## config.mk

```make
export PLATFORM = sky130hd
export DESIGN_NAME = stmm_fetch
export DESIGN_NICKNAME = d
export VERILOG_FILES = /design/src/source/stmm_pkg.sv /design/src/source/stmm_fetch.sv
export SDC_FILE = /design/constraint.sdc
export NUM_CORES = 2
export LEC_CHECK = 0
export BUFFER_PORTS_ARGS = -buffer_cell sky130_fd_sc_hd__buf_2
export CAP_MARGIN = 40
export CORE_AREA = 4 4 625 627
export DETAILED_ROUTE_END_ITERATION = 6
export DIE_AREA = 0 0 629 631
export PLACE_DENSITY_LB_ADDON = 0.1
export RECOVER_POWER = 50
export SYNTH_ARGS = -nofsm -noshare
export SYNTH_HDL_FRONTEND = slang
export SYNTH_SLANG_ARGS = --single-unit
```

## constraint.sdc

```tcl
create_clock -name clk -period 30.9 [get_ports clk]
set_clock_uncertainty 0.1 [all_clocks]
set_input_delay 3.09 -clock clk [delete_from_list [all_inputs] [get_ports clk]]
set_output_delay 3.09 -clock clk [all_outputs]
set_load 0.005 [all_outputs]
```

## src/source/stmm_pkg.sv

```systemverilog
`default_nettype none

package stmm_pkg;

    // SDRAM bus geometry
    localparam int sdram_w = 128;
    localparam int addr_w  = 32;
    localparam int burst_w = 11;

    ////////////////////////////////////////////////////////////
    // quantization word layout
    ////////////////////////////////////////////////////////////

    // four 32-bit lanes with lane 0 at the low end
    typedef struct packed {
        logic [15:0]        rsvd_3;
        logic [15:0]        scale_fp16;
        logic [23:0]        rsvd_2;
        logic signed [7:0]  zero;
        logic [23:0]        rsvd_1;
        logic signed [7:0]  z_w;
        logic [23:0]        rsvd_0;
        logic signed [7:0]  z_x;
    } quant_fields_t;

    // one SDRAM beat seen as weight bits or as the quant record
    typedef union packed {
        logic [sdram_w-1:0] raw;
        quant_fields_t      quant;
    } sdram_word_t;

endpackage

`default_nettype wire
```

## src/source/stmm_fetch.sv

```systemverilog
`timescale 1ns/1ps
`default_nettype none

module stmm_fetch #(
    parameter int bram_w = 1408,
    parameter int bram_l = 176
) (
    input  logic                          clk,
    input  logic                          rst_n,
    input  logic                          i_start,
    input  logic [stmm_pkg::addr_w-1:0]   i_fetch_addr,
    input  logic                          i_read_valid,
    input  stmm_pkg::sdram_word_t         i_read_data,
    input  logic                          i_read_done,
    output logic                          o_read_start,
    output logic [stmm_pkg::addr_w-1:0]   o_read_addr,
    output logic [stmm_pkg::burst_w-1:0]  o_read_cnt,
    output logic                          o_bram_we,
    output logic [$clog2(bram_l)-1:0]     o_bram_waddr,
    output logic [bram_w-1:0]             o_bram_wdata,
    output logic                          o_quant_load,
    output logic                          o_start_accepted,
    output logic                          o_done
);

    import stmm_pkg::*;

    localparam int blk_num     = bram_w / sdram_w;
    localparam int line_stride = 16 * blk_num;
    localparam int blk_cw      = (blk_num > 1) ? $clog2(blk_num) : 1;
    localparam int line_aw     = $clog2(bram_l);

    localparam logic [line_aw-1:0] last_line = line_aw'(bram_l - 1);

    typedef enum logic [2:0] {
        st_idle,
        st_line_addr,
        st_line_recv,
        st_quant_addr,
        st_quant_recv
    } state_t;

    state_t state;
    state_t nxt_state;

    logic              blk_store;
    logic [blk_cw-1:0] blk_cnt;
    logic [bram_w-1:0] line_buf;

    assign o_done           = (state == st_idle);
    assign o_start_accepted = i_start && (state == st_idle);
    assign o_bram_wdata     = line_buf;

    ////////////////////////////////////////////////////////////
    // SDRAM and BRAM address counters
    ////////////////////////////////////////////////////////////

    // after the last line the SDRAM address already points at the quant word
    always_ff @(posedge clk or negedge rst_n) begin
        if (!rst_n) begin
            o_read_addr  <= '0;
            o_bram_waddr <= '0;
        end else if (o_start_accepted) begin
            o_read_addr  <= i_fetch_addr;
            o_bram_waddr <= '0;
        end else if (o_bram_we) begin
            o_read_addr  <= o_read_addr + addr_w'(line_stride);
            o_bram_waddr <= o_bram_waddr + 1'b1;
        end
    end

    ////////////////////////////////////////////////////////////
    // line buffer and block counter
    ////////////////////////////////////////////////////////////

    // block 0 lands in the low bits
    always_ff @(posedge clk) begin
        if (blk_store) begin
            line_buf[blk_cnt * sdram_w +: sdram_w] <= i_read_data.raw;
        end
    end

    always_ff @(posedge clk or negedge rst_n) begin
        if (!rst_n) begin
            blk_cnt <= '0;
        end else if (o_start_accepted || o_bram_we) begin
            blk_cnt <= '0;
        end else if (blk_store) begin
            blk_cnt <= blk_cnt + 1'b1;
        end
    end

    ////////////////////////////////////////////////////////////
    // state machine
    ////////////////////////////////////////////////////////////

    always_ff @(posedge clk or negedge rst_n) begin
        if (!rst_n) begin
            state <= st_idle;
        end else begin
            state <= nxt_state;
        end
    end

    always_comb begin
        nxt_state    = state;
        o_read_start = 1'b0;
        o_read_cnt   = burst_w'(blk_num);
        blk_store    = 1'b0;
        o_bram_we    = 1'b0;
        o_quant_load = 1'b0;

        case (state)
            st_idle: begin
                if (i_start) begin
                    nxt_state = st_line_addr;
                end
            end

            st_line_addr: begin
                o_read_start = 1'b1;
                nxt_state    = st_line_recv;
            end

            st_line_recv: begin
                blk_store = i_read_valid;
                // read_done trails the last beat by one cycle
                if (i_read_done) begin
                    o_bram_we = 1'b1;
                    if (o_bram_waddr == last_line) begin
                        nxt_state = st_quant_addr;
                    end else begin
                        nxt_state = st_line_addr;
                    end
                end
            end

            st_quant_addr: begin
                // single-beat burst for the quant record
                o_read_cnt   = burst_w'(1);
                o_read_start = 1'b1;
                nxt_state    = st_quant_recv;
            end

            st_quant_recv: begin
                if (i_read_valid) begin
                    o_quant_load = 1'b1;
                    nxt_state    = st_idle;
                end
            end

            default: begin
                nxt_state = st_idle;
            end
        endcase
    end

endmodule

`default_nettype wire

```

==> flow_metrics.py <==
metrics = {
    "outcome": {
        "outcome": "finished, violations left",
        "failed_checks": "DRC, capacitance limit, slew limit",
    },
    "yosys": {
        "synth-seq-area-share_pct": 78.76,
        "yosysWarningCount": 0,
        "synthesis.area_per_instance_um2": 15.88,
        "flops_latches_synth": 1455,
        "yosys_top_cell_by_area": "sky130_fd_sc_hd__edfxtp_1",
        "netlist_instances": 3475,
        "yosysTopAreaCellShare_pct": 76.63,
        "synthesis.area_um2": 55180,
        "synth.area.top_cells": "sky130_fd_sc_hd__edfxtp_1 77%, sky130_fd_sc_hd__and2_1 13%, sky130_fd_sc_hd__and3_1 2.9%",
        "async_flop_share_pct": 3.230,
        "synth_enable_flop_cells": 1408,
        "synth.distinct_cells": 52,
        "synth_flop_cell": "sky130_fd_sc_hd__edfxtp_1",
        "post-synth-top-count-cell": "sky130_fd_sc_hd__edfxtp_1",
        "synth_cell_count_leaders": "1408 x sky130_fd_sc_hd__edfxtp_1, 1153 x sky130_fd_sc_hd__and2_1, 320 x sky130_fd_sc_hd__clkbuf_1",
    },
    "detailed_routing": {
        "drt.antenna.violating_nets": 0,
        "avgRoutedWirePerCell_um": 38.13,
        "detail_route.first_pass.iterations": 5,
        "post-route-drc-count": 1,
        "routed-via-count": 39066,
        "drt_first_iter_violations": 3949,
        "finalWirelength_um": 402300,
        "drt-vias-per-instance": 3.703,
    },
    "critical_path": {
        "r2r_setup_slack_ns": 21.26,
        "crit-reg2reg-launch": "blk_cnt[0]",
        "r2r-end": "o_bram_wdata[369]",
        "worstPathRequired_ns": 31.48,
        "critical_path_arrival_ns": 10.22,
        "timing.critical_path.to": "o_bram_wdata[369]",
        "crit_path_start": "blk_cnt[0]",
        "timing_worst_setup_path_type": "reg -> reg",
        "critical_path.endpoint_type": "flip-flop",
        "critical_path.max_fanout": 132,
        "r2r.worst_path.cells": 5,
        "start_kind": "flip-flop",
    },
    "die": {
        "die_w_um": 629,
        "floorplan.die_area_um2": 396900,
        "die_h_um": 631,
        "start_util_pct": 14.34,
        "top_level_ports": 1629,
        "core_area_um2": 384800,
        "row_count": 228,
    },
    "cts": {
        "clock-sinks": 1455,
        "postCtsSetupBuffers": 0,
        "number_of_buffers_created_by_cts": 193,
        "cts.clk_slew.worst_paths_ns": 0.06,
        "number_of_cells_upsized_or_downsized_after_cts": 0,
        "clock_tree_from_tritoncts": "done",
        "ctsHoldBuffers": 0,
        "clock_path_buffers": 4,
        "clock_latency_reported_for_the_late_side_of_the_worst_skew_pair_ns": 0.86,
        "cts_htree_levels": 4,
        "cts-root-buf": "sky130_fd_sc_hd__clkbuf_16",
    },
    "run": {
        "cap_viol_max_count": 119,
    },
    "power": {
        "p_seq_share_pct": 44.8,
        "share_clk_of_total_power_pct": 43.9,
        "p_int_mw": 3.595,
        "peakVddDrop_uv": 41.54,
        "pwr_density_cell_nw_per_um2": 66.75,
        "switching_power_share_of_the_total_pct": 28.80,
        "p_sw_mw": 1.454,
        "power_frac_comb_pct": 11.2,
        "leakagePower_nw": 31.13,
    },
    "place": {
        "detailedPlacementHpwl_um": 290200,
        "port_buffers": 1619,
        "globalplace.congestion": 0.7998,
    },
    "sta": {
        "unrepaired_setup_endpoints_after_global_routing": "no",
        "number_of_setup_violations_in_the_final_report": 0,
        "timing.hold.ws_ns": 0.3767,
        "report.final.slew_viol_count": 2794,
        "tightest_slew_ns": 8.165,
        "period_minus_slack_ns": 9.635,
        "min_period_over_period_pct": 31.18,
        "totalNegativeSetupSlack_ns": 0,
        "timing.fmax_ghz": 0.1038,
        "slew-limit-headroom_pct": -444.3,
        "hold_viol_final": 0,
    },
    "grt": {
        "grt_pass1_vias": 37274,
        "grt_start_max_net_pins": 132,
        "grt_util_all_layers_pct": 19.38,
        "first_pass_grt_wire_length_um": 489100,
        "grt_remaining_overflow": 0,
        "grt_antenna_before_repair": 168,
    },
    "cells_and_area": {
        "finalNetCount": 5308,
        "final_layout_size_suffix_gt1_share_pct": 29.52,
        "area_growth_pct": 37.09,
    },
    "hold_path": {
        "worst_hold_path_type": "reg -> reg",
    },
}
==> sequential cells by signal, summed over array words and instances, names as in the netlist <==
| register | flops |
|---|---|
| blk_cnt | 4 |
| o_bram_waddr | 8 |
| o_bram_wdata | 1408 |
| o_read_addr | 32 |
| state | 3 |
==> cells in the final DEF, fill, tap and decap left out, drive strengths merged, types with 7 or more instances in the layout <==
cell type / netlist / final
a21oi: 7 / 7
a31oi: 13 / 13
and2: 1153 / 1153
and3: 260 / 260
buf: 16 / 1303
bufinv: 0 / 10
clkbuf: 320 / 738
clkinv: 1 / 79
conb: 2 / 9
dfrtp: 47 / 47
diode: 0 / 206
edfxtp: 1408 / 1408
inv: 16 / 24
nand2: 35 / 35
nand3: 13 / 13
nand4: 10 / 10
nor2: 47 / 47
nor3: 11 / 11
o21ai: 18 / 18
o31ai: 8 / 8
or3: 9 / 9
or4: 10 / 10
xnor2: 9 / 9
xor2: 8 / 8
==> layer usage <==
metal	wire length (µm)	up-vias	track usage (%)
met4	9411	12	4.161
met3	32950	359	4.501
met5	73	-	0
met2	208800	2287	35.42
met1	151000	20568	22.93
li1	-	15840	-
==> worst min path at each step <==
stage / startpoint / to / slack [ns] / depth (start not counted)
global route: o_read_addr[3] / o_read_addr[3] / 0.42 / 2
CTS: o_read_addr[3] / o_read_addr[3] / 0.38 / 2
floorplan: o_read_addr[0] / o_read_addr[0] / 0.37 / 2
detailed placement: o_read_addr[3] / o_read_addr[3] / 0.37 / 2
finish: o_read_addr[2] / o_read_addr[2] / 0.38 / 2
global placement: o_read_addr[3] / o_read_addr[3] / 0.37 / 2
==> critical path, stage by stage (launching register included) <==
cell	delay, ns
sky130_fd_sc_hd__dfrtp_1	0.51
sky130_fd_sc_hd__inv_1	0.14
sky130_fd_sc_hd__ha_1	0.42
sky130_fd_sc_hd__and3_1	1.87
sky130_fd_sc_hd__clkbuf_1	5.22
sky130_fd_sc_hd__and3_1	0.82
==> power by group through the flow <==
stage | registers, mW | clock network [mW] | logic (mW)
3_3_place_gp | 2.31 | 0 | 0.590
2_1_floorplan | 2.30 | 0 | 0.220
5_1_grt | 2.27 | 2.36 | 0.614
4_1_cts | 2.26 | 2.29 | 0.616
6_report | 2.26 | 2.22 | 0.568
3_5_place_dp | 2.30 | 0 | 0.616
==> through the flow <==
| stage | setup WS (ns) | area (µm²) | total power, mW | instances | util [%] |
|---|---|---|---|---|---|
| 2_1_floorplan | 14.02 | 55200 | 2.516 | 3482 | - |
| 3_3_place_gp | 23.59 | 69410 | 2.896 | 9946 | 18.04 |
| 3_5_place_dp | 23.63 | 70690 | 2.921 | 10003 | 18.37 |
| 4_1_cts | 23.63 | 76600 | 5.175 | 10345 | 19.91 |
| 5_1_grt | 20.75 | 75340 | 5.243 | 10433 | 19.58 |
| 6_report | 21.26 | 75640 | 5.049 | 10551 | 19.66 |
==> logic make-up after synthesis <==
logic type | Yosys count | share of synthesized area [%]
xor gates and xnor gates | 17 | 0.2699
AOI/OAI and AO/OA | 70 | 0.8640
adders and majority gates | 5 | 0.1134
buffers and inverters | 353 | 2.481
and+or+nand+nor | 1573 | 17.50
DFF | 1455 | 78.76
other | 2 | 0.01361
==> layout make-up <==
class / instances / area [µm²]
Antenna cell: 206 / 515.5
Multi-Input combinational cell: 1674 / 10450
Sequential cell: 1455 / 43460
Clock inverter: 98 / 863.3
Inverter: 17 / 63.81
Fill cell: 41901 / 309200
Clock buffer: 244 / 5051
Timing Repair Buffer: 1797 / 8914
Tap cell: 5060 / 6331
No activity file was read; power rests on OpenSTA's default activity.
