<file path="src/source/stmm_pkg.sv">
`default_nettype none

package stmm_pkg;

    // SDRAM bus geometry
    localparam int sdram_w = 128;
    localparam int addr_w  = 32;
    localparam int burst_w = 11;

    ////////////////////////////////////////////////////////////
    // quantization word layout
    ////////////////////////////////////////////////////////////

    // four 32-bit lanes with lane 0 at the low end
    typedef struct packed {
        logic [15:0]        rsvd_3;
        logic [15:0]        scale_fp16;
        logic [23:0]        rsvd_2;
        logic signed [7:0]  zero;
        logic [23:0]        rsvd_1;
        logic signed [7:0]  z_w;
        logic [23:0]        rsvd_0;
        logic signed [7:0]  z_x;
    } quant_fields_t;

    // one SDRAM beat seen as weight bits or as the quant record
    typedef union packed {
        logic [sdram_w-1:0] raw;
        quant_fields_t      quant;
    } sdram_word_t;

endpackage

`default_nettype wire
</file>
<file path="src/source/quant_param_reg.sv">
`timescale 1ns/1ps
`default_nettype none

module quant_param_reg (
    input  logic                   clk,
    input  logic                   rst_n,
    input  logic                   i_load,
    input  logic                   i_clear,
    input  stmm_pkg::sdram_word_t  i_word,
    output logic [15:0]            o_scale_fp16,
    output logic signed [7:0]      o_z_x,
    output logic signed [7:0]      o_z_w,
    output logic signed [7:0]      o_zero,
    output logic                   o_quant_valid
);

    // field capture from the quant view of the beat
    always_ff @(posedge clk) begin
        if (i_load) begin
            o_scale_fp16 <= i_word.quant.scale_fp16;
            o_z_x        <= i_word.quant.z_x;
            o_z_w        <= i_word.quant.z_w;
            o_zero       <= i_word.quant.zero;
        end
    end

    // dropped when a new load starts and set once the record arrives
    always_ff @(posedge clk or negedge rst_n) begin
        if (!rst_n) begin
            o_quant_valid <= 1'b0;
        end else if (i_clear) begin
            o_quant_valid <= 1'b0;
        end else if (i_load) begin
            o_quant_valid <= 1'b1;
        end
    end

endmodule

`default_nettype wire

</file>
<file path="config.mk">
export PLATFORM = sky130hd
export DESIGN_NAME = quant_param_reg
export DESIGN_NICKNAME = d
export VERILOG_FILES = /design/src/source/stmm_pkg.sv /design/src/source/quant_param_reg.sv
export SDC_FILE = /design/constraint.sdc
export NUM_CORES = 1
export LEC_CHECK = 0
export BUFFER_PORTS_ARGS = -buffer_cell sky130_fd_sc_hd__buf_2
export CAP_MARGIN = 20
export CORE_AREA = 2 2 67 69
export CTS_BUF_LIST = sky130_fd_sc_hd__clkbuf_4 sky130_fd_sc_hd__clkbuf_8
export DETAILED_ROUTE_END_ITERATION = 12
export DIE_AREA = 0 0 69 71
export MAX_ROUTING_LAYER = met4
export PLACE_DENSITY = 0.79
export SETUP_SLACK_MARGIN = 0.5
export SYNTH_ARGS = -nofsm -noshare
export SYNTH_HDL_FRONTEND = slang
export SYNTH_SLANG_ARGS = --single-unit
export TNS_END_PERCENT = 30
</file>
<file path="constraint.sdc">
create_clock -name clk -period 1 [get_ports clk]
set_clock_uncertainty 0.2 [all_clocks]
set_input_delay 0.2 -clock clk [delete_from_list [all_inputs] [get_ports clk]]
set_output_delay 0.2 -clock clk [all_outputs]
set_load 0.01 [all_outputs]
</file>
==> flow_summary.ini, run 1 <==
[critical_path]
reg2reg_setup_slack_ps = 10
slowest_stage = edfxtp_1
r2r-start = o_quant_valid
cp_top_family = flip-flops
worst-r2r-cell-count = 2
crit_chain = buf_2
r2r_end = o_quant_valid
end_kind = output port
critPathBufInv = 1
cp-startpoint = o_zero[7]
worstSetupEndpoint = o_zero[7]
critPathKind = flop to output port
required_ps = 600
crit_fanout = 1
start_kind = flop
cp.arrival_ps = 810
max_stage_delay_ps = 370
cp.depth = 1

[logic_synthesis]
yosys-top-cells-count = 40 x edfxtp_1, 1 x dfrtp_1, 1 x o21ba_1
ys_seq_elements = 41
synth_cells = 42
synth_largest_area_cell = edfxtp_1
yosysWarnings = 0
synth-edff-count = 40
async_flop_share_pct = 2.439
syn_area_sq_um = 1236
yosysMostFrequentCell = edfxtp_1
synthDistinctLibCells = 3
netlist.area_leader.share_pct = 97.17
synth_ff_type = edfxtp_1
avgSynthCellArea_sq_um = 29.43
synth_nets = 174
synthTopCellsByArea = edfxtp_1 97%, dfrtp_1 2.0%, o21ba_1 0.81%
synth-seq-area-share_pct = 99.19

[sta]
period_share_pct = 121.0
rsz0062_at_grt = yes
holdWs_ps = -353.0
layout_setup_ws_ps = -210.5
slew_viol_final = 0
relSlewSlack_pct = 91.80
fmax_mhz = 826.1
finalSetupViolations = 41
worst_slew_pin_slew_ps = 123.0
min_period_ps = 1210
hold_viol = 42

[status]
outcome = complete, but fails checks
violations = negative hold slack, negative setup slack

[run]
cap_violations = 0

[clocking]
cts_max_path_buffers = 2
cts_num_sinks = 41
path_clk_slew_ps = 70
cts-root-buf = clkbuf_8
cts_tree = built
clock_latency_ps = 280
hold_buffers = 1
cts_buffers = 5
cts.htree.levels = 2

[placed_design]
dp_slack_ps = -28.93
placed_cell_area_sq_um = 1762
numPortBuffers = 84
place.gp.congestion = 0.6678
dp.cells = 180

[drt]
initialDrtViolationCount = 71
wire_per_inst_um = 13.26
drtPass1Iterations = 3
drc = 0
viasPerCell = 4.095
finalWirelength_um = 2520
routed-via-count = 778
postRouteAntennaNets = 0

[floorplan]
start_util_pct = 29.40
ios = 173
die_y_um = 71
die_area_sq_um = 4899
die_w_um = 69
rows = 24
core_sq_um = 4204

[global_routing]
track_usage_pct = 11.32
antenna_found_initial = 0
grt_max_degree = 23
grt_overflow = 0
grt_pass1_vias = 855
grt_pass1_wl_um = 3974

[power]
p_total_mw = 3.453
power_density_nw_per_um2 = 1839
leakagePower_nw = 0.8317
ir_worst_vdd_mv = 0.8418

[layout]
seqCellArea_sq_um = 1226
final_layout_size_suffix_gt1_share_pct = 68.84
stdcell_area_sq_um = 1878
antennaDiodeCount = 0
multi_input_area_sq_um = 10.01
num-fill-cells = 385
syn_to_final_growth_pct = 51.92
final_nets = 269
stdcell_count = 190

[hold_path]
hold_class = input pin to async pin
flip-flops by register name, indices dropped and copies added (netlist names):
signal	cells
o_scale_fp16	16
o_quant_valid	1
o_z_x	8
o_z_w	8
o_zero	8
report_power, final:
group          switching (mW)  internal (mW)  total, mW
registers              0.0289           2.03       2.06
clock network           0.533          0.511       1.04
logic                   0.177          0.171      0.348
worst min path at each step:
stage	startpoint	endpoint	slack [ps]	cells past startpoint
after floorplan	rst_n	o_quant_valid	-300	0
after global placement	rst_n	o_quant_valid	-220	1
after detailed placement	rst_n	o_quant_valid	-220	1
after CTS	i_word[5]	o_z_x[5]	-130	1
after global routing	rst_n	o_quant_valid	-350	2
final	rst_n	o_quant_valid	-350	2
logic make-up (layout without fill, tap and decap cells):
family / after synthesis / in the layout / synth area share (%)
flip-flops: 41 / 41 / 99.19
AO/OA/AOI/OAI: 1 / 1 / 0.8097
buffers and inverters: 0 / 96 / 0
layer usage:
layer | track usage, % | up-vias | share of wire, %
met4 | 6.536 | 0 | 1.8
met1 | 13.33 | 355 | 42
li1 | - | 357 | -
met3 | 4.416 | 5 | 11
met2 | 16.56 | 61 | 46
met5 | - | - | 0
repair_timing:
item                                    4_1_cts  5_1_grt
setup buffers                                 0        1
hold endpoints to repair                     42       42
endpoints found under the setup margin       82       83
gates resized for setup                       3        1
through the flow:
| stage | hold WS (ps) | TNS (ps) | util [%] |
|---|---|---|---|
| 6_report | -353.0 | -7812 | 44.67 |
| 5_1_grt | -349.6 | -9711 | 44.67 |
| 4_1_cts | -128.5 | -8630 | 44.43 |
| 3_3_place_gp | -224.5 | -394.0 | 41.90 |
| 3_5_place_dp | -224.2 | -853.6 | 41.90 |
| 2_1_floorplan | -295.6 | 0 | - |
cells in the final DEF, fill, tap and decap left out, drive strengths merged:
cell | synthesis | layout
buf | 0 | 87
edfxtp | 40 | 40
clkbuf | 0 | 6
clkinv | 0 | 2
o21ba | 1 | 1
dlymetal6s4s | 0 | 1
dfrtp | 1 | 1
cell type report:
class,instances,share of cell area [%]
sequential,41,65.29
timing repair buffer,88,26.12
clock buffer,6,4.064
tap,52,3.464
multi-input combinational,1,0.5330
clock inverter,2,0.5330
(Power assumes the default switching activity.)
==> run 2: changes to the inputs <==
--- a/config.mk
+++ b/config.mk
@@ -11,6 +11,7 @@
 export CTS_BUF_LIST = sky130_fd_sc_hd__clkbuf_4 sky130_fd_sc_hd__clkbuf_8
 export DETAILED_ROUTE_END_ITERATION = 12
 export DIE_AREA = 0 0 69 71
+export HOLD_SLACK_MARGIN = 0.03
 export MAX_ROUTING_LAYER = met4
 export PLACE_DENSITY = 0.79
 export SETUP_SLACK_MARGIN = 0.5
==> run 2 against run 1 <==
- the flow still finishes with violations (negative hold slack, negative setup slack)
- design area down 0.67%
- setup slack about the same
- sequential power barely moved
- sequential share of layout area rose by 0.44 points
- hold slack worse by 170 ps
- utilization down 0.30 points
- largest cell class unchanged
- critical path type unchanged
- largest power group unchanged
- global-route usage is essentially flat
- final cell count decreased by 0.53%
==> flow_summary.ini, run 2 (same netlist as run 1, synthesis figures left out) <==
[sta]
hold_viol = 42
slew_viol_final = 0
relSlewSlack_pct = 91.80
worst_slew_pin_slew_ps = 123.1
rsz0062_at_grt = yes
min_period_ps = 1211
holdWs_ps = -525.5
fmax_mhz = 826.1
period_share_pct = 121.1
layout_setup_ws_ps = -210.5
finalSetupViolations = 41

[placed_design]
place.gp.congestion = 0.6678
dp.cells = 180
numPortBuffers = 84

[clocking]
cts_num_sinks = 41
path_clk_slew_ps = 70
clock_latency_ps = 280
cts-root-buf = clkbuf_8
cts_max_path_buffers = 2
cts.htree.levels = 2
cts_buffers = 5
cts_tree = built

[power]
ir_worst_vdd_mv = 0.8443
leakagePower_nw = 0.8186
power_density_nw_per_um2 = 1850

[drt]
finalWirelength_um = 2501
initialDrtViolationCount = 59
drtPass1Iterations = 3
drc = 0
postRouteAntennaNets = 0
viasPerCell = 4.101
wire_per_inst_um = 13.23
routed-via-count = 775

[layout]
final_common_cell = buf_2
final_layout_size_suffix_gt1_share_pct = 69.34
antennaDiodeCount = 0
final_nets = 268
syn_to_final_growth_pct = 50.91
largest_register_ffs = 16
top_register = o_scale_fp16
final_cell_mix = 83 x buf_2, 40 x edfxtp_1, 5 x clkbuf_8
stdcell_count = 189

[critical_path]
crit_chain = buf_2
cp.arrival_ps = 810
critPathBufInv = 1
critPathKind = flop to output port
end_kind = output port
r2r_end = o_quant_valid
max_stage_delay_ps = 370
slowest_stage = edfxtp_1
crit_fanout = 1
r2r-start = o_quant_valid
cp_top_family = flip-flops
start_kind = flop
required_ps = 600
reg2reg_setup_slack_ps = 20
worst-r2r-cell-count = 2

[global_routing]
grt_pass1_wl_um = 3960
track_usage_pct = 11.29
grt_max_degree = 23
antenna_found_initial = 0
grt_overflow = 0
grt_pass1_vias = 845

[floorplan]
start_util_pct = 29.40
die_y_um = 71
die_area_sq_um = 4899
core_sq_um = 4204
ios = 173
rows = 24
die_w_um = 69

[status]
violations = negative hold slack, negative setup slack
outcome = complete, but fails checks

[run]
cap_violations = 0

[hold_path]
hold_class = input pin to async pin
==> run 2: cell types whose count changed in the layout (fill, tap and decap cells not counted) <==
cell | previous run | this run
dlymetal6s4s_1 | 1 | 0
==> run 2: repair_timing <==
item                       CTS  global route
setup endpoints to repair   82            82
setup buffers                0             1
gates resized for setup      3             0
hold endpoints to repair    42            42
==> run 2: final cells by class <==
cell class / count / area (sq um)
well taps: 52 / 65.06
multi-input cells: 1 / 10.01
fillers: 384 / 2338
repair buffers: 87 / 478.0
clock buffers: 6 / 76.32
clock inverters: 2 / 10.01
flip-flops and latches: 41 / 1226
==> run 2: per-stage QoR <==
| step | cell area (sq um) | setup slack, ps | utilization (%) | setup TNS, ps | total power, mW |
|---|---|---|---|---|---|
| floorplan | 1236 | 125.2 | - | 0 | 2.187 |
| global placement | 1762 | -15.88 | 41.90 | -394.0 | 2.430 |
| detailed placement | 1762 | -28.93 | 41.90 | -853.6 | 2.445 |
| CTS | 1858 | -233.2 | 44.20 | -8630 | 3.503 |
| global route | 1866 | -262.1 | 44.38 | -9703 | 3.602 |
| finish | 1866 | -210.5 | 44.38 | -7817 | 3.451 |
==> run 2: worst max path at each step <==
stage,startpoint,to,slack (ps),cells past startpoint
2_1_floorplan,o_quant_valid,o_quant_valid,130,1
3_3_place_gp,i_load,o_scale_fp16[0],-20,2
3_5_place_dp,i_load,o_scale_fp16[0],-30,2
4_1_cts,o_zero[7],o_zero[7],-230,1
5_1_grt,o_z_w[4],o_z_w[4],-260,1
6_report,o_zero[7],o_zero[7],-210,1
==> run 2: routing by layer <==
layer,share of wire (%),global-route usage (%)
met5,0,-
met4,1.8,6.536
met3,11,4.416
met2,45,16.13
met1,42,13.61
==> run 2: where the power goes <==
part / internal (mW) / switching [mW] / total (mW)
logic: 0.168 / 0.176 / 0.344
registers: 2.03 / 0.0289 / 2.06
clock network: 0.511 / 0.535 / 1.05
==> run 3: changes to the inputs <==
--- a/config.mk
+++ b/config.mk
@@ -7,13 +7,16 @@
 export LEC_CHECK = 0
 export BUFFER_PORTS_ARGS = -buffer_cell sky130_fd_sc_hd__buf_2
 export CAP_MARGIN = 20
-export CORE_AREA = 2 2 67 69
+export CELL_PAD_IN_SITES_DETAIL_PLACEMENT = 0
+export CELL_PAD_IN_SITES_GLOBAL_PLACEMENT = 2
+export CORE_ASPECT_RATIO = 2
+export CORE_MARGIN = 1
+export CORE_UTILIZATION = 16
 export CTS_BUF_LIST = sky130_fd_sc_hd__clkbuf_4 sky130_fd_sc_hd__clkbuf_8
 export DETAILED_ROUTE_END_ITERATION = 12
-export DIE_AREA = 0 0 69 71
 export HOLD_SLACK_MARGIN = 0.03
 export MAX_ROUTING_LAYER = met4
-export PLACE_DENSITY = 0.79
+export PLACE_DENSITY_LB_ADDON = 0.1
 export SETUP_SLACK_MARGIN = 0.5
 export SYNTH_ARGS = -nofsm -noshare
 export SYNTH_HDL_FRONTEND = slang
==> run 3 against run 2 <==
- the run still ends with negative hold slack, negative setup slack left
- hold slack worse by 3.8 ps
- first-iteration DRC count fell by 80%
- setup slack got worse by 8.6 ps
- die area rose by 65%
- sequential share of layout area fell by 1.6 points
- fmax is 0.70% lower
- via count decreased by 4.6%
- flip-flop and latch count is the same
- critical path type unchanged
- largest cell class unchanged
- largest power group unchanged
==> flow_summary.ini, run 3 (same netlist as run 1, synthesis figures left out) <==
[layout]
post-route-util_pct = 25.34
multi_input_area_sq_um = 10.01
final_nets = 267
largest_register_ffs = 16
final_cell_mix = 83 x buf_2, 40 x edfxtp_1, 5 x clkbuf_8
top_register = o_scale_fp16
seqCellArea_sq_um = 1226
num-fill-cells = 818
final_layout_size_suffix_gt1_share_pct = 68.15
syn_to_final_growth_pct = 54.66
antennaDiodeCount = 0
stdcell_area_sq_um = 1912
final_common_cell = buf_2
stdcell_count = 229

[sta]
layout_setup_ws_ps = -219.1
fin_tns_setup_ps = -7776
finalSetupViolations = 41
relSlewSlack_pct = 88.97
worst_slew_pin_slew_ps = 165.4
min_period_ps = 1219
fmax_mhz = 820.3
slew_viol_final = 0
hold_viol = 42
rsz0062_at_grt = yes
period_share_pct = 121.9
holdWs_ps = -529.3

[clocking]
cts.htree.levels = 2
cts_max_path_buffers = 2
clock_latency_ps = 290
cts_tree = built
cts_setup_buffers = 0
cts_buffers = 5
cts_num_sinks = 41
cts-root-buf = clkbuf_8
path_clk_slew_ps = 70

[power]
internal-power_mw = 2.698
p_switching_uw = 722.4
power_density_nw_per_um2 = 1789
pwr-share-clk_pct = 29.8
ir_worst_vdd_mv = 0.4901
leakagePower_nw = 0.8106
power_frac_comb_pct = 9.9
pwr-share-seq_pct = 60.2
p_sw_share_pct = 21.12

[critical_path]
crit_fanout = 2
critPathKind = flop to output port
r2r-start = o_quant_valid
r2r_end = o_quant_valid
cp.depth = 1
slowest_stage = dfrtp_1
max_stage_delay_ps = 390
end_kind = output port
required_ps = 600
worst-r2r-cell-count = 1
start_kind = flop
critPathBufInv = 1
cp_top_family = flip-flops
cp.arrival_ps = 820
crit_chain = buf_2
reg2reg_setup_slack_ps = 150
cp-startpoint = o_quant_valid

[placed_design]
dp.cells = 222
place_hpwl_um = 1895
place.gp.congestion = 0.6515
placed_cell_area_sq_um = 1802
numPortBuffers = 84

[drt]
initialDrtViolationCount = 12
routed-via-count = 739
finalWirelength_um = 2569
drtPass1Iterations = 2
postRouteAntennaNets = 0
drc = 0
viasPerCell = 3.227
wire_per_inst_um = 11.22

[floorplan]
core_sq_um = 7545
die_area_sq_um = 8103
die_y_um = 126.3
ios = 173
rows = 45
die_w_um = 64.16
start_util_pct = 16.38

[global_routing]
track_usage_pct = 6.881
grt_pass1_vias = 728
grt_pass1_wl_um = 3691
grt_overflow = 0
antenna_found_initial = 0
grt_max_degree = 31

[hold_path]
hold_class = input pin to async pin

[status]
outcome = complete, but fails checks
violations = negative hold slack, negative setup slack

[run]
cap_violations = 0
## run 3: area by class of cell
class                           instances  area share (%)
Clock buffer                            6           3.992
Clock inverter                          1          0.1963
Multi-Input combinational cell          1          0.5236
Sequential cell                        41           64.14
Tap cell                               94           6.152
Timing Repair Buffer                   86           25.00
## run 3: power groups by stage
stage / registers (mW) / logic, mW / clock network [mW]
floorplan: 2.18 / 0.00279 / 0
global placement: 2.10 / 0.329 / 0
detailed placement: 2.10 / 0.335 / 0
CTS: 2.06 / 0.346 / 1.10
global route: 2.07 / 0.367 / 1.16
finish: 2.06 / 0.340 / 1.02
## run 3: timing repair
item	in CTS	in global routing
gates cloned	0	0
pin swaps	0	0
endpoints found under the setup margin	82	82
hold endpoints to repair	42	42
resized for setup	6	1
## run 3: worst max path at each step
stage / slack [ps] / to
2_1_floorplan: 130 / o_quant_valid
3_3_place_gp: -40 / o_scale_fp16[14]
3_5_place_dp: -60 / o_scale_fp16[7]
4_1_cts: -250 / o_scale_fp16[7]
5_1_grt: -290 / o_scale_fp16[7]
6_report: -220 / o_quant_valid
## run 3: through the flow
step           worst slack (ps)  total power, mW
2_1_floorplan             125.2            2.187
3_3_place_gp             -43.69            2.429
3_5_place_dp             -56.66            2.435
4_1_cts                  -253.5            3.512
5_1_grt                  -285.1            3.597
6_report                 -219.1            3.420
## run 3: metal layers
layer / wire [um] / global-route usage [%]
met5: 0 / -
met4: 103 / 5.882
met3: 215 / 2.518
met2: 1285 / 10.76
met1: 965 / 6.544
