<file path="config.mk">
export PLATFORM = sky130hd
export DESIGN_NAME = sdram_burst_reader
export DESIGN_NICKNAME = d
export VERILOG_FILES = /design/src/source/stmm_pkg.sv /design/src/source/sdram_burst_reader.sv
export SDC_FILE = /design/constraint.sdc
export NUM_CORES = 1
export LEC_CHECK = 0
export BUFFER_PORTS_ARGS = -buffer_cell sky130_fd_sc_hd__buf_2
export CAP_MARGIN = 5
export CORE_AREA = 4 4 132 134
export DETAILED_ROUTE_END_ITERATION = 8
export DIE_AREA = 0 0 136 138
export SYNTH_ARGS = -nofsm -noshare
export SYNTH_HDL_FRONTEND = slang
export SYNTH_SLANG_ARGS = --single-unit
</file>
<file path="constraint.sdc">
create_clock -name clk -period 2.16 [get_ports clk]
set_input_delay 0 -clock clk [delete_from_list [all_inputs] [get_ports clk]]
set_output_delay 0 -clock clk [all_outputs]
set_load 0.01 [all_outputs]
</file>
<file path="src/source/stmm_pkg.sv">
`default_nettype none

package stmm_pkg;

    // SDRAM bus geometry
    localparam int sdram_w = 128;
    localparam int addr_w  = 32;
    localparam int burst_w = 11;

    ////////////////////////////////////////////////////////////
    // quantization word layout
    ////////////////////////////////////////////////////////////

    // four 32-bit lanes with lane 0 at the low end
    typedef struct packed {
        logic [15:0]        rsvd_3;
        logic [15:0]        scale_fp16;
        logic [23:0]        rsvd_2;
        logic signed [7:0]  zero;
        logic [23:0]        rsvd_1;
        logic signed [7:0]  z_w;
        logic [23:0]        rsvd_0;
        logic signed [7:0]  z_x;
    } quant_fields_t;

    // one SDRAM beat seen as weight bits or as the quant record
    typedef union packed {
        logic [sdram_w-1:0] raw;
        quant_fields_t      quant;
    } sdram_word_t;

endpackage

`default_nettype wire
</file>
<file path="src/source/sdram_burst_reader.sv">
`timescale 1ns/1ps
`default_nettype none

module sdram_burst_reader (
    input  logic                          clk,
    input  logic                          rst_n,
    input  logic                          i_read_start,
    input  logic [stmm_pkg::addr_w-1:0]   i_read_addr,
    input  logic [stmm_pkg::burst_w-1:0]  i_read_cnt,
    input  logic                          i_avm_waitrequest,
    input  logic [stmm_pkg::sdram_w-1:0]  i_avm_readdata,
    input  logic                          i_avm_readdatavalid,
    output logic [stmm_pkg::addr_w-1:0]   o_avm_address,
    output logic                          o_avm_read,
    output logic [stmm_pkg::burst_w-1:0]  o_avm_burstcount,
    output logic                          o_read_valid,
    output stmm_pkg::sdram_word_t         o_read_data,
    output logic                          o_read_done
);

    import stmm_pkg::*;

    // beats still owed by the slave for the current burst
    logic [burst_w-1:0] beats_left;
    logic               last_beat;

    ////////////////////////////////////////////////////////////
    // command phase
    ////////////////////////////////////////////////////////////

    // held stable while waitrequest is high
    always_ff @(posedge clk) begin
        if (i_read_start) begin
            o_avm_address    <= i_read_addr;
            o_avm_burstcount <= i_read_cnt;
        end
    end

    always_ff @(posedge clk or negedge rst_n) begin
        if (!rst_n) begin
            o_avm_read <= 1'b0;
        end else if (i_read_start) begin
            o_avm_read <= 1'b1;
        end else if (!i_avm_waitrequest) begin
            o_avm_read <= 1'b0;
        end
    end

    ////////////////////////////////////////////////////////////
    // response phase
    ////////////////////////////////////////////////////////////

    // returned beats cannot be stalled so they pass straight through
    assign o_read_valid = i_avm_readdatavalid && (beats_left != '0);
    assign o_read_data  = i_avm_readdata;
    assign last_beat    = o_read_valid && (beats_left == burst_w'(1));

    always_ff @(posedge clk or negedge rst_n) begin
        if (!rst_n) begin
            beats_left <= '0;
        end else if (i_read_start) begin
            beats_left <= i_read_cnt;
        end else if (o_read_valid) begin
            beats_left <= beats_left - 1'b1;
        end
    end

    // one cycle after the final beat
    always_ff @(posedge clk or negedge rst_n) begin
        if (!rst_n) begin
            o_read_done <= 1'b0;
        end else begin
            o_read_done <= last_beat;
        end
    end

endmodule

`default_nettype wire

</file>
==> impl_results.md, run 1 <==
* Status: finished, final reports clean
* Via count at around 1900
* Number of diodes at 0
* Sw Pwr at 0.5910 mW
* Comb pwr share at 13.5%
* Simple-Gate Fraction of Synth Area at between 7 and 8%
* Total Neg Setup Slack at 0 ps
* RSZ-0062 raised after global routing: no
* Vias in the first global route at 1900
* Post-synthesis mux area share at less than 1%
* Routed WL at 14.27 mm
* Hold-fix buffers at CTS at 45
* Initial antenna violation count at 0
* Yosys top cell area share at 42.59%
* Main synth FF type: edfxtp_1
* Share of power burned in the clock network at 33.1%
* EDFF count, synth at 43
* Maximum vdd drop at 357.6 uV
* Synth Register Bits at 56
* Initial core utilization at 18.61%
* Slew headroom at 75.68%
* Nets at ~450
* Largest family of logic cells by synthesized area: buffers and inverters
* Post-CTS resize count at 0
* DP Wirelength at between 10 and 15 mm
* Clock Latency Late Sink at 290 ps
* Reg power frac at 53.3%
* Die span in x at 136 um
* Cells after Synth at 260
* DRT iter0 DRCs at 82
* Seq/Total Area, Yosys at 53.32%
* Synthesized area at 0.003032 mm2
* Worst-path clk slew at approximately 70 ps
* Dominant cell type by area after synthesis: edfxtp_1
* Overall die area at 0.01877 mm2
* Reg2reg end: beats_left[1]
* PortBufs at 93
* Worst Hold Class: primary input to primary output
* Die height at 138 um
* Slew Limit Fails at 0
* CTS tree: done
* Skew final at roughly 3.8 ps
* Worst Setup SP: beats_left[0]
* R2R cell count at 6
* Max-cap violations at 0
* Clock Sinks at 56
* Total grt overflow at 0
* Post-CTS Setup Bufs at 0
* FFs w/ async S/R, synth at 23.21%
* Hold path startpoint: i_avm_readdata[98]
* CP max FO at 4
* Final min period at 1831 ps
* Avg Synthesized Cell Area at 11.66 um2
* Synth warn at 0
* Clk root buf: clkbuf_16
* Element type at the critical path end: flop
* Vias/cell at 3.744
* Top-count cell post-synth: buf_4
* Drt pass-1 iters at 4
* Hold endpoint: o_read_data[98]
* Xor and xnor area share after synthesis at less than 1%
* DR WL/cell at 28.76 um
* Req. time, crit path at 2380 ps
* Remaining DRCs at 0
* Final GP Congestion at roughly 0.93
* Syn Nets at 438
* Post-synthesis adder-cell area fraction at 0.8254%
* GRT Util Overall at 14.07%
* Global-route wire length before repair at 17.82 mm
* Area growth, synth to finish at 12.63%
* Critical Path AT at ~2000 ps
* Reg-to-reg slack, setup at 330 ps
* RR Startpoint: beats_left[0]
* Power density over the cells at slightly above 700 mW/mm2
* CP Class: flop to flop
* Core Area at 0.01629 mm2
* Distinct cells, synth at 32
* CTS buffer count at 5
* Largest net degree at the start of global routing at 47
* FP Rows at 47
* Fmax at 546.0 MHz
* LEAKAGE at 1.372 nW
* Final Hold Fails at 0
* Final hold slack at 0.06402 ps
* Top cells by count, synth: buf_4 (129), edfxtp_1 (43), dfrtp_1 (13)
* Synth top area cells: edfxtp_1 (43%), buf_4 (32%), dfrtp_1 (11%)
* Net Sw Frac at 24.12%
* Share of cells above drive strength 1 at between 30 and 40%
* H-tree levels at 2
* Final setup fails at 0
* Internal at around 1.9 mW
* Period utilization at 84.79%
* # IOs at 350
* Compound-Gate Fraction of Synth Area at 4.540%
* Clock Tree Buf Depth at 2
* Worst Max-Slew Pin Slew at between 300 and 400 ps
* Post-route ant nets at 0
* Worst Hold Depth at 0
* Crit start category: flop
* Final Core Density at approximately a fifth
power groups by stage:
stage	sequential, mW	combinational [mW]	clock (mW)
2_1_floorplan	1.36	0.325	0
3_3_place_gp	1.32	0.265	0
3_5_place_dp	1.33	0.268	0
4_1_cts	1.30	0.334	0.844
5_1_grt	1.32	0.363	0.893
6_report	1.31	0.332	0.812
state kept, by name (all words and copies together), names as in the netlist:
name              cells
beats_left           11
o_avm_address        32
o_avm_burstcount     11
o_avm_read            1
o_read_done           1
worst max-delay path, cell delays in order, from the launching register on:
cell and delay (ps):
dfrtp_1 400, inv_1 90, ha_1 240, nor3b_1 170, a31oi_1 340, mux2_2 370
o21ai_0 130
final cells by class:
| type | instances | area [um2] |
|---|---|---|
| Clock buffer | 5 | 125.1 |
| Tap cell | 220 | 275.3 |
| Fill cell | 1725 | 12870 |
| Sequential cell | 56 | 1617 |
| Inverter | 6 | 22.52 |
| Multi-Input combinational cell | 67 | 416.7 |
| Clock inverter | 3 | 22.52 |
| Timing Repair Buffer | 139 | 935.9 |
routing by layer:
layer	global-route usage, %	vias up	part of all wire (%)
met5	1.587	-	0.28
met4	3.342	2	1.6
met3	20.39	8	32
met2	25.01	283	49
met1	6.261	783	17
li1	-	781	-
metrics by stage:
stage	instance area, um2	setup slack [ps]	instances	total power, mW
after CTS	3415	309.3	496	2.480
after detailed placement	2816	314.7	443	1.595
after global placement	2816	416.7	443	1.589
after floorplan	3032	373.2	260	1.680
after global routing	3415	177.1	496	2.572
final	3415	328.6	496	2.450
logic make-up after synthesis:
| kind of cell | after synthesis |
|---|---|
| and+or+nand+nor | 41 |
| muxes | 2 |
| DFF | 56 |
| xor gates and xnor gates | 1 |
| buffers and inverters | 137 |
| AOI/OAI and AO/OA | 21 |
| adders and majority gates | 2 |
cell usage in the layout, fill, tap and decap left out, types with 2 or more instances in the layout:
master         instances
buf_2                 93
dlygate4sd3_1         45
edfxtp_1              43
dfrtp_1               13
nand2_1               12
nor2_1                 9
o21ai_0                6
inv_1                  5
a31oi_1                5
clkbuf_16              5
nor3_1                 4
nand3_1                4
or4_1                  3
a21oi_1                3
o31ai_1                2
a2bb2oi_1              2
ha_1                   2
worst max path at each step:
stage | depth (start not counted) | slack (ps) | endpoint
2_1_floorplan | 6 | 370 | beats_left[1]
5_1_grt | 6 | 180 | beats_left[1]
4_1_cts | 6 | 310 | beats_left[1]
3_5_place_dp | 6 | 310 | beats_left[7]
6_report | 6 | 330 | beats_left[1]
3_3_place_gp | 6 | 420 | beats_left[9]
No activity file was read; power rests on OpenSTA's default activity.
==> inputs of run 2 (changes only) <==
Settings changed: CORE_AREA 4 4 132 134 to 4 4 135 137, DIE_AREA 0 0 136 138 to 0 0 139 141.
Clock period 2.16 ns to 1.5 ns, I/O delays scaled along.
==> impl_results.md, run 2 (same netlist as run 1, synthesis figures left out) <==
* DRT iter0 DRCs at 67 (was 82)
* Status: complete, but fails checks (was finished, final reports clean)
* Routed WL at 13.92 mm (was 14.27 mm)
* Placement Setup Slack at -125.0 ps (was 314.7 ps)
* Period utilization at 107.5% (was 84.79%)
* Reg-to-reg slack, setup at -110 ps (was 330 ps)
* Largest regs: o_avm_address: 32 flops, beats_left: 11 flops, o_avm_burstcount: 11 flops (unchanged)
* CTS buffer count at 5 (unchanged)
* Met1 Use GR at 6.636% (was 6.261%)
* Initial antenna violation count at 0 (unchanged)
* Via count at 1920 (was 1857)
* Net Sw Frac at 23.46% (was 24.12%)
* Clk root buf: clkbuf_16 (unchanged)
* Comb pwr share at 16.7% (was 13.5%)
* Worst setup endpoint: beats_left[9] (was beats_left[1])
* DP Wirelength at 12.12 mm (was 12.26 mm)
* Overall die area at 0.01960 mm2 (was 0.01877 mm2)
* Share of cells above drive strength 1 at 48.14% (was 39.86%)
* Hold path startpoint: i_avm_readdata[98] (unchanged)
* Element type at the critical path end: flop (unchanged)
* Final GP Congestion at 0.9014 (was 0.9283)
* Die span in x at 139 um (was 136 um)
* Failing checks: negative setup slack
* Nets at 472 (was 453)
* Remaining DRCs at 0 (unchanged)
* R2R cell count at 6 (unchanged)
* CP max FO at 4 (unchanged)
* Internal at 2.756 mW (was 1.859 mW)
* Slew Limit Fails at 0 (unchanged)
* Area growth, synth to finish at 20.92% (was 12.63%)
* DR WL/cell at 26.77 um (was 28.76 um)
* Total Neg Setup Slack at -392.3 ps (was 0 ps)
* Power density over the cells at 982.1 mW/mm2 (was 717.6 mW/mm2)
* PortBufs at 93 (unchanged)
* Share of power burned in the clock network at 31.2% (was 33.1%)
* Worst Max-Slew Pin Slew at 469.1 ps (was 364.8 ps)
* RSZ-0062 raised after global routing: yes (was no)
* Filler instances at 1816 (was 1725)
* RR Startpoint: beats_left[0] (unchanged)
* CTS tree: done (unchanged)
* # IOs at 350 (unchanged)
* Most frequent cells in the layout: buf_2 (92), dlygate4sd3_1 (45), edfxtp_1 (43), buf_4 (17), dfrtp_1 (12) (was buf_2 (93), dlygate4sd3_1 (45), edfxtp_1 (43), dfrtp_1 (13), nand2_1 (12))
* Crit start category: flop (unchanged)
* Global-route wire length before repair at 18.20 mm (was 17.82 mm)
* Fmax at 620.4 MHz (was 546.0 MHz)
* Core Area at 0.01706 mm2 (was 0.01629 mm2)
* Max-cap violations at 0 (unchanged)
* Vias in the first global route at 2096 (was 1900)
* Worst Setup SP: beats_left[0] (unchanged)
* GRT Util Overall at 13.43% (was 14.07%)
* Critical Path AT at 1820 ps (was 2050 ps)
* Clock Sinks at 56 (unchanged)
* Worst-path clk slew at 70 ps (about the same)
* Total grt overflow at 0 (unchanged)
* Worst Hold Class: primary input to primary output (unchanged)
* Commonest non-fill, non-tap cell in the layout: buf_2 (unchanged)
* Largest register FFs at 32 (unchanged)
* FP Rows at 48 (was 47)
* Final Hold Fails at 0 (unchanged)
* CP Class: flop to flop (unchanged)
* Largest net degree at the start of global routing at 22 (was 47)
* Die height at 141 um (was 138 um)
* Vias/cell at 3.692 (was 3.744)
* Met3 GRT Util at 19.06% (was 20.39%)
* Maximum vdd drop at 402.8 uV (was 357.6 uV)
* Post-route ant nets at 0 (unchanged)
* GR Util met2 at 23.93% (was 25.01%)
* Number of diodes at 0 (unchanged)
* Final min period at 1612 ps (was 1831 ps)
* Top reg by flops: o_avm_address (unchanged)
* H-tree levels at 2 (unchanged)
* Final setup margin at -111.8 ps (was 328.6 ps)
* Clock Tree Buf Depth at 2 (unchanged)
* GR peak layer: met2 (unchanged)
* Skew final at 10.74 ps (was 3.807 ps)
* Final setup fails at 6 (was 0)
* Reg2reg end: beats_left[9] (was beats_left[1])
* Slew headroom at 68.73% (was 75.68%)
* LEAKAGE at 1.485 nW (was 1.372 nW)
* Clock Latency Late Sink at 290 ps (about the same)
* Reg power frac at 52.1% (was 53.3%)
* Initial core utilization at 17.77% (was 18.61%)
* Sw Pwr at 0.8447 mW (was 0.5910 mW)
* Req. time, crit path at 1710 ps (was 2380 ps)
* Drt pass-1 iters at 4 (unchanged)
[run 2: worst max-delay path, stage by stage (launching register included)]
cell,delay (ps)
dfrtp_1,380
inv_2,70
ha_4,150
nor3b_4,160
and2_4,160
or4_1,460
a31oi_1,150
[run 2: power groups by stage]
stage / clock network (mW) / registers [mW] / logic, mW
2_1_floorplan: 0 / 1.96 / 0.485
3_3_place_gp: 0 / 1.90 / 0.466
3_5_place_dp: 0 / 1.90 / 0.473
4_1_cts: 1.17 / 1.87 / 0.590
5_1_grt: 1.24 / 1.89 / 0.659
6_report: 1.12 / 1.87 / 0.602
[run 2: repair_timing]
item / CTS / global route
endpoints found under the setup margin: 5 / 9
hold endpoints to repair: 65 / 0
hold buffers: 45 / 0
pin swaps: 6 / 2
gates resized for setup: 6 / 10
buffers inserted: 2 / 0
[run 2: cell type report]
class | count | area (um2) | area share, %
clock buffer | 6 | 128.9 | 3.515
clock inverter | 2 | 16.27 | 0.4437
inverter | 6 | 22.52 | 0.6143
multi-input combinational | 67 | 506.7 | 13.82
sequential | 56 | 1618 | 44.13
tap | 225 | 281.5 | 7.679
timing repair buffer | 158 | 1092 | 29.80
[run 2: worst min-delay path by stage]
stage / end / slack, ps / cells past startpoint
after global placement: o_avm_read / -90 / 1
after CTS: o_read_data[98] / 0.07 / 0
final: o_read_data[98] / 0.02 / 0
after floorplan: beats_left[0] / -300 / 0
after global routing: o_read_data[83] / 0.05 / 0
after detailed placement: o_avm_read / -80 / 1
[run 2: through the flow]
step / power (mW) / instances / hold slack [ps] / utilization [%] / cell area, um2
after global placement: 2.365 / 465 / -87.54 / 17.52 / 2989
after global routing: 3.791 / 520 / 0.04543 / 21.49 / 3666
final: 3.600 / 520 / 0.01597 / 21.49 / 3666
after floorplan: 2.441 / 260 / -295.6 / - / 3070
after detailed placement: 2.377 / 465 / -81.58 / 17.52 / 2989
after CTS: 3.627 / 520 / 0.06862 / 21.27 / 3627
[run 2: routing by layer]
layer / share of wire [%] / vias to the layer above
li1: - / 817
met1: 18 / 798
met2: 50 / 294
met3: 31 / 11
met4: 1.0 / 0
met5: 0 / -
==> inputs of run 3 (changes only) <==
Settings changed: ABC_AREA set to 1, CORE_AREA 4 4 135 137 to 4 4 133 135, DIE_AREA 0 0 139 141 to 0 0 137 139.
==> impl_results.md, run 3 <==
* Synth Register Bits at 56 (unchanged)
* Slew Limit Fails at 0 (unchanged)
* Crit start category: flop (unchanged)
* Final Hold Fails at 0 (unchanged)
* Status: finished, final reports clean (was complete, but fails checks)
* Clock Sinks at 56 (unchanged)
* Metal-1 WL at 2.538 mm (was 2.438 mm)
* Top cells by count, synth: buf_4 (128), nand2_1 (50), edfxtp_1 (43) (was buf_4 (129), edfxtp_1 (43), dfrtp_1 (13))
* Distinct cells, synth at 27 (was 32)
* Maximum vdd drop at 520.8 uV (was 402.8 uV)
* Synth top area cells: edfxtp_1 (41%), buf_4 (30%), dfrtp_1 (10%) (was edfxtp_1 (43%), buf_4 (32%), dfrtp_1 (11%))
* Synth warn at 0 (unchanged)
* Drt pass-1 iters at 4 (unchanged)
* Highest routed metal layer: met5 (was met4)
* Req. time, crit path at 1680 ps (was 1710 ps)
* WL met2 at 6.819 mm (was 6.985 mm)
* Synthesized area at 0.003161 mm2 (was 0.003032 mm2)
* Overall die area at 0.01904 mm2 (was 0.01960 mm2)
* Post-route ant nets at 0 (unchanged)
* CP max FO at 12 (was 4)
* Most frequent cells in the layout: buf_2 (93), nand2_1 (48), dlygate4sd3_1 (45), edfxtp_1 (43), dfrtp_1 (12) (was buf_2 (92), dlygate4sd3_1 (45), edfxtp_1 (43), buf_4 (17), dfrtp_1 (12))
* Finished layout cell area at 0.003617 mm2 (was 0.003666 mm2)
* Period utilization at 94.63% (was 107.5%)
* Avg Synthesized Cell Area at 10.50 um2 (was 11.66 um2)
* Nets at 502 (was 472)
* Final GP Congestion at 0.8898 (was 0.9014)
* Clock Tree Buf Depth at 2 (unchanged)
* Final min period at 1419 ps (was 1612 ps)
* Die height at 139 um (was 141 um)
* Final instance count without filler cells at 545 (was 520)
* FP Rows at 47 (was 48)
* H-tree levels at 2 (unchanged)
* CTS tree: done (unchanged)
* Commonest non-fill, non-tap cell in the layout: buf_2 (unchanged)
* Largest register FFs at 32 (unchanged)
* DRT iter0 DRCs at 91 (was 67)
* Initial antenna violation count at 0 (unchanged)
* Clk root buf: clkbuf_16 (unchanged)
* Reg-to-reg slack, setup at 80 ps (was -110 ps)
* Number of diodes at 0 (unchanged)
* DP Wirelength at 12.10 mm (was 12.12 mm)
* Final Core Density at 21.97% (was 21.49%)
* Core Area at 0.01647 mm2 (was 0.01706 mm2)
* Cell count after placement at 490 (was 465)
* Total grt overflow at 0 (unchanged)
* Share of cells above drive strength 1 at 41.85% (was 48.14%)
* DP Area at 0.002973 mm2 (was 0.002989 mm2)
* Power density over the cells at 1033 mW/mm2 (was 982.1 mW/mm2)
* Remaining DRCs at 0 (unchanged)
* Element type at the critical path end: flop (unchanged)
* Die span in x at 137 um (was 139 um)
* Total Neg Setup Slack at 0 ps (was -392.3 ps)
* Via count at 2041 (was 1920)
* FFs w/ async S/R, synth at 23.21% (unchanged)
* DR WL/cell at 25.58 um (was 26.77 um)
* Clock Latency Late Sink at 290 ps (about the same)
* Final hold slack at 0.01666 ps (was 0.01597 ps)
* Worst Max-Slew Pin Slew at 506.6 ps (was 469.1 ps)
* Initial core utilization at 19.19% (was 17.77%)
* Largest net degree at the start of global routing at 45 (was 22)
* Syn Nets at 479 (was 438)
* Cells after Synth at 301 (was 260)
* Dominant cell type by area after synthesis: edfxtp_1 (unchanged)
* RSZ-0062 raised after global routing: yes (unchanged)
* Global-route wire length before repair at 17.46 mm (was 18.20 mm)
* Main synth FF type: edfxtp_1 (unchanged)
* Met3 wire length at 4.310 mm (was 4.353 mm)
* Skew final at 8.004 ps (was 10.74 ps)
* Top-count cell post-synth: buf_4 (unchanged)
* CP Class: flop to flop (unchanged)
* Top reg by flops: o_avm_address (unchanged)
* PortBufs at 93 (unchanged)
* LEAKAGE at 1.566 nW (was 1.485 nW)
* Seq/Total Area, Yosys at 51.15% (was 53.32%)
* Routed WL at 13.94 mm (was 13.92 mm)
* Fmax at 704.5 MHz (was 620.4 MHz)
* Slew headroom at 66.23% (was 68.73%)
* Vias/cell at 3.745 (was 3.692)
* Largest regs: o_avm_address: 32 flops, beats_left: 11 flops, o_avm_burstcount: 11 flops (unchanged)
* Area growth, synth to finish at 14.45% (was 20.92%)
* Vias in the first global route at 2033 (was 2096)
* Final setup fails at 0 (was 6)
* Max-cap violations at 0 (unchanged)
* Critical Path AT at 1600 ps (was 1820 ps)
* GRT Util Overall at 13.46% (was 13.43%)
* Worst Hold Class: primary input to primary output (unchanged)
* Worst-path clk slew at 70 ps (about the same)
* Yosys top cell area share at 40.86% (was 42.59%)
* CTS buffer count at 5 (unchanged)
* # IOs at 350 (unchanged)
* EDFF count, synth at 43 (unchanged)
-- run 3: cell types whose count changed after synthesis, moves of 3 or more --
cell,previous run,this run
nand2_1,12,50
inv_1,5,11
or4_1,3,0
a31oi_1,5,0
nand2_2,0,3
nor3_1,4,1
o21ai_2,0,4
o21ai_0,6,3
nand3_1,4,11
-- run 3: cell families (layout without fill, tap and decap cells) --
| family | after synthesis | in the layout | synth area share [%] |
|---|---|---|---|
| simple gates | 88 | 88 | 13.06 |
| compound gates | 10 | 10 | 2.138 |
| buf+inv | 144 | 168 | 32.58 |
| fa+ha+maj | 2 | 2 | 0.7916 |
| xor+xnor | 1 | 1 | 0.2772 |
| flops | 56 | 56 | 51.15 |
-- run 3: cell type report --
class / count / area, um2
Clock buffer: 5 / 125.1
Clock inverter: 3 / 21.27
Fill cell: 1759 / 12850
Inverter: 13 / 53.80
Multi-Input combinational cell: 101 / 536.8
Sequential cell: 56 / 1618
Tap cell: 220 / 275.3
Timing Repair Buffer: 147 / 987.2
-- run 3: power by group --
group / internal (mW) / leakage, nW / switching [mW] / total (mW)
clock: 0.622 / 0.0702 / 0.527 / 1.15
combinational: 0.325 / 0.917 / 0.362 / 0.687
sequential: 1.82 / 0.578 / 0.0782 / 1.90
total: 2.77 / 1.57 / 0.967 / 3.74
-- run 3: timing repair --
action	CTS	global route
resized for setup	6	7
pin swaps	1	1
buffers inserted	0	2
endpoints found under the hold margin	60	0
endpoints found under the setup margin	6	11
hold buffers	45	0
-- run 3: metrics by stage --
stage | setup WS (ps) | total power [mW]
2_1_floorplan | 22.17 | 2.549
3_3_place_gp | 23.67 | 2.466
3_5_place_dp | -70.86 | 2.485
4_1_cts | -4.239 | 3.736
5_1_grt | -4.034 | 3.918
6_report | 80.53 | 3.736
-- run 3: path summary, 6_finish.rpt --
kind | startpoint | end | cells past startpoint
max | beats_left[1] | beats_left[3] | 9
min | i_avm_readdata[83] | o_read_data[83] | 0
max reg2reg | beats_left[1] | beats_left[3] | 9
min reg2reg | o_avm_read | o_avm_read | 2
max in group asynchronous | rst_n | beats_left[3] | 2
min in group asynchronous | rst_n | beats_left[1] | 2
-- run 3: per-layer routing --
metal  global-route usage [%]  vias up
met5                    4.233        -
met4                    3.571        4
met3                    18.94       10
met2                    23.60      264
met1                    6.268      880
li1                         -      883
-- run 3: critical path, cell delays in order, from the launching register on --
cell and delay, ps:
dfrtp_1 390, inv_2 80, ha_4 140, nand2_2 70, nor2_4 90, nand3_2 100, nand2_4 90, nand2_4 140
nand2_1 130, nand2_1 60
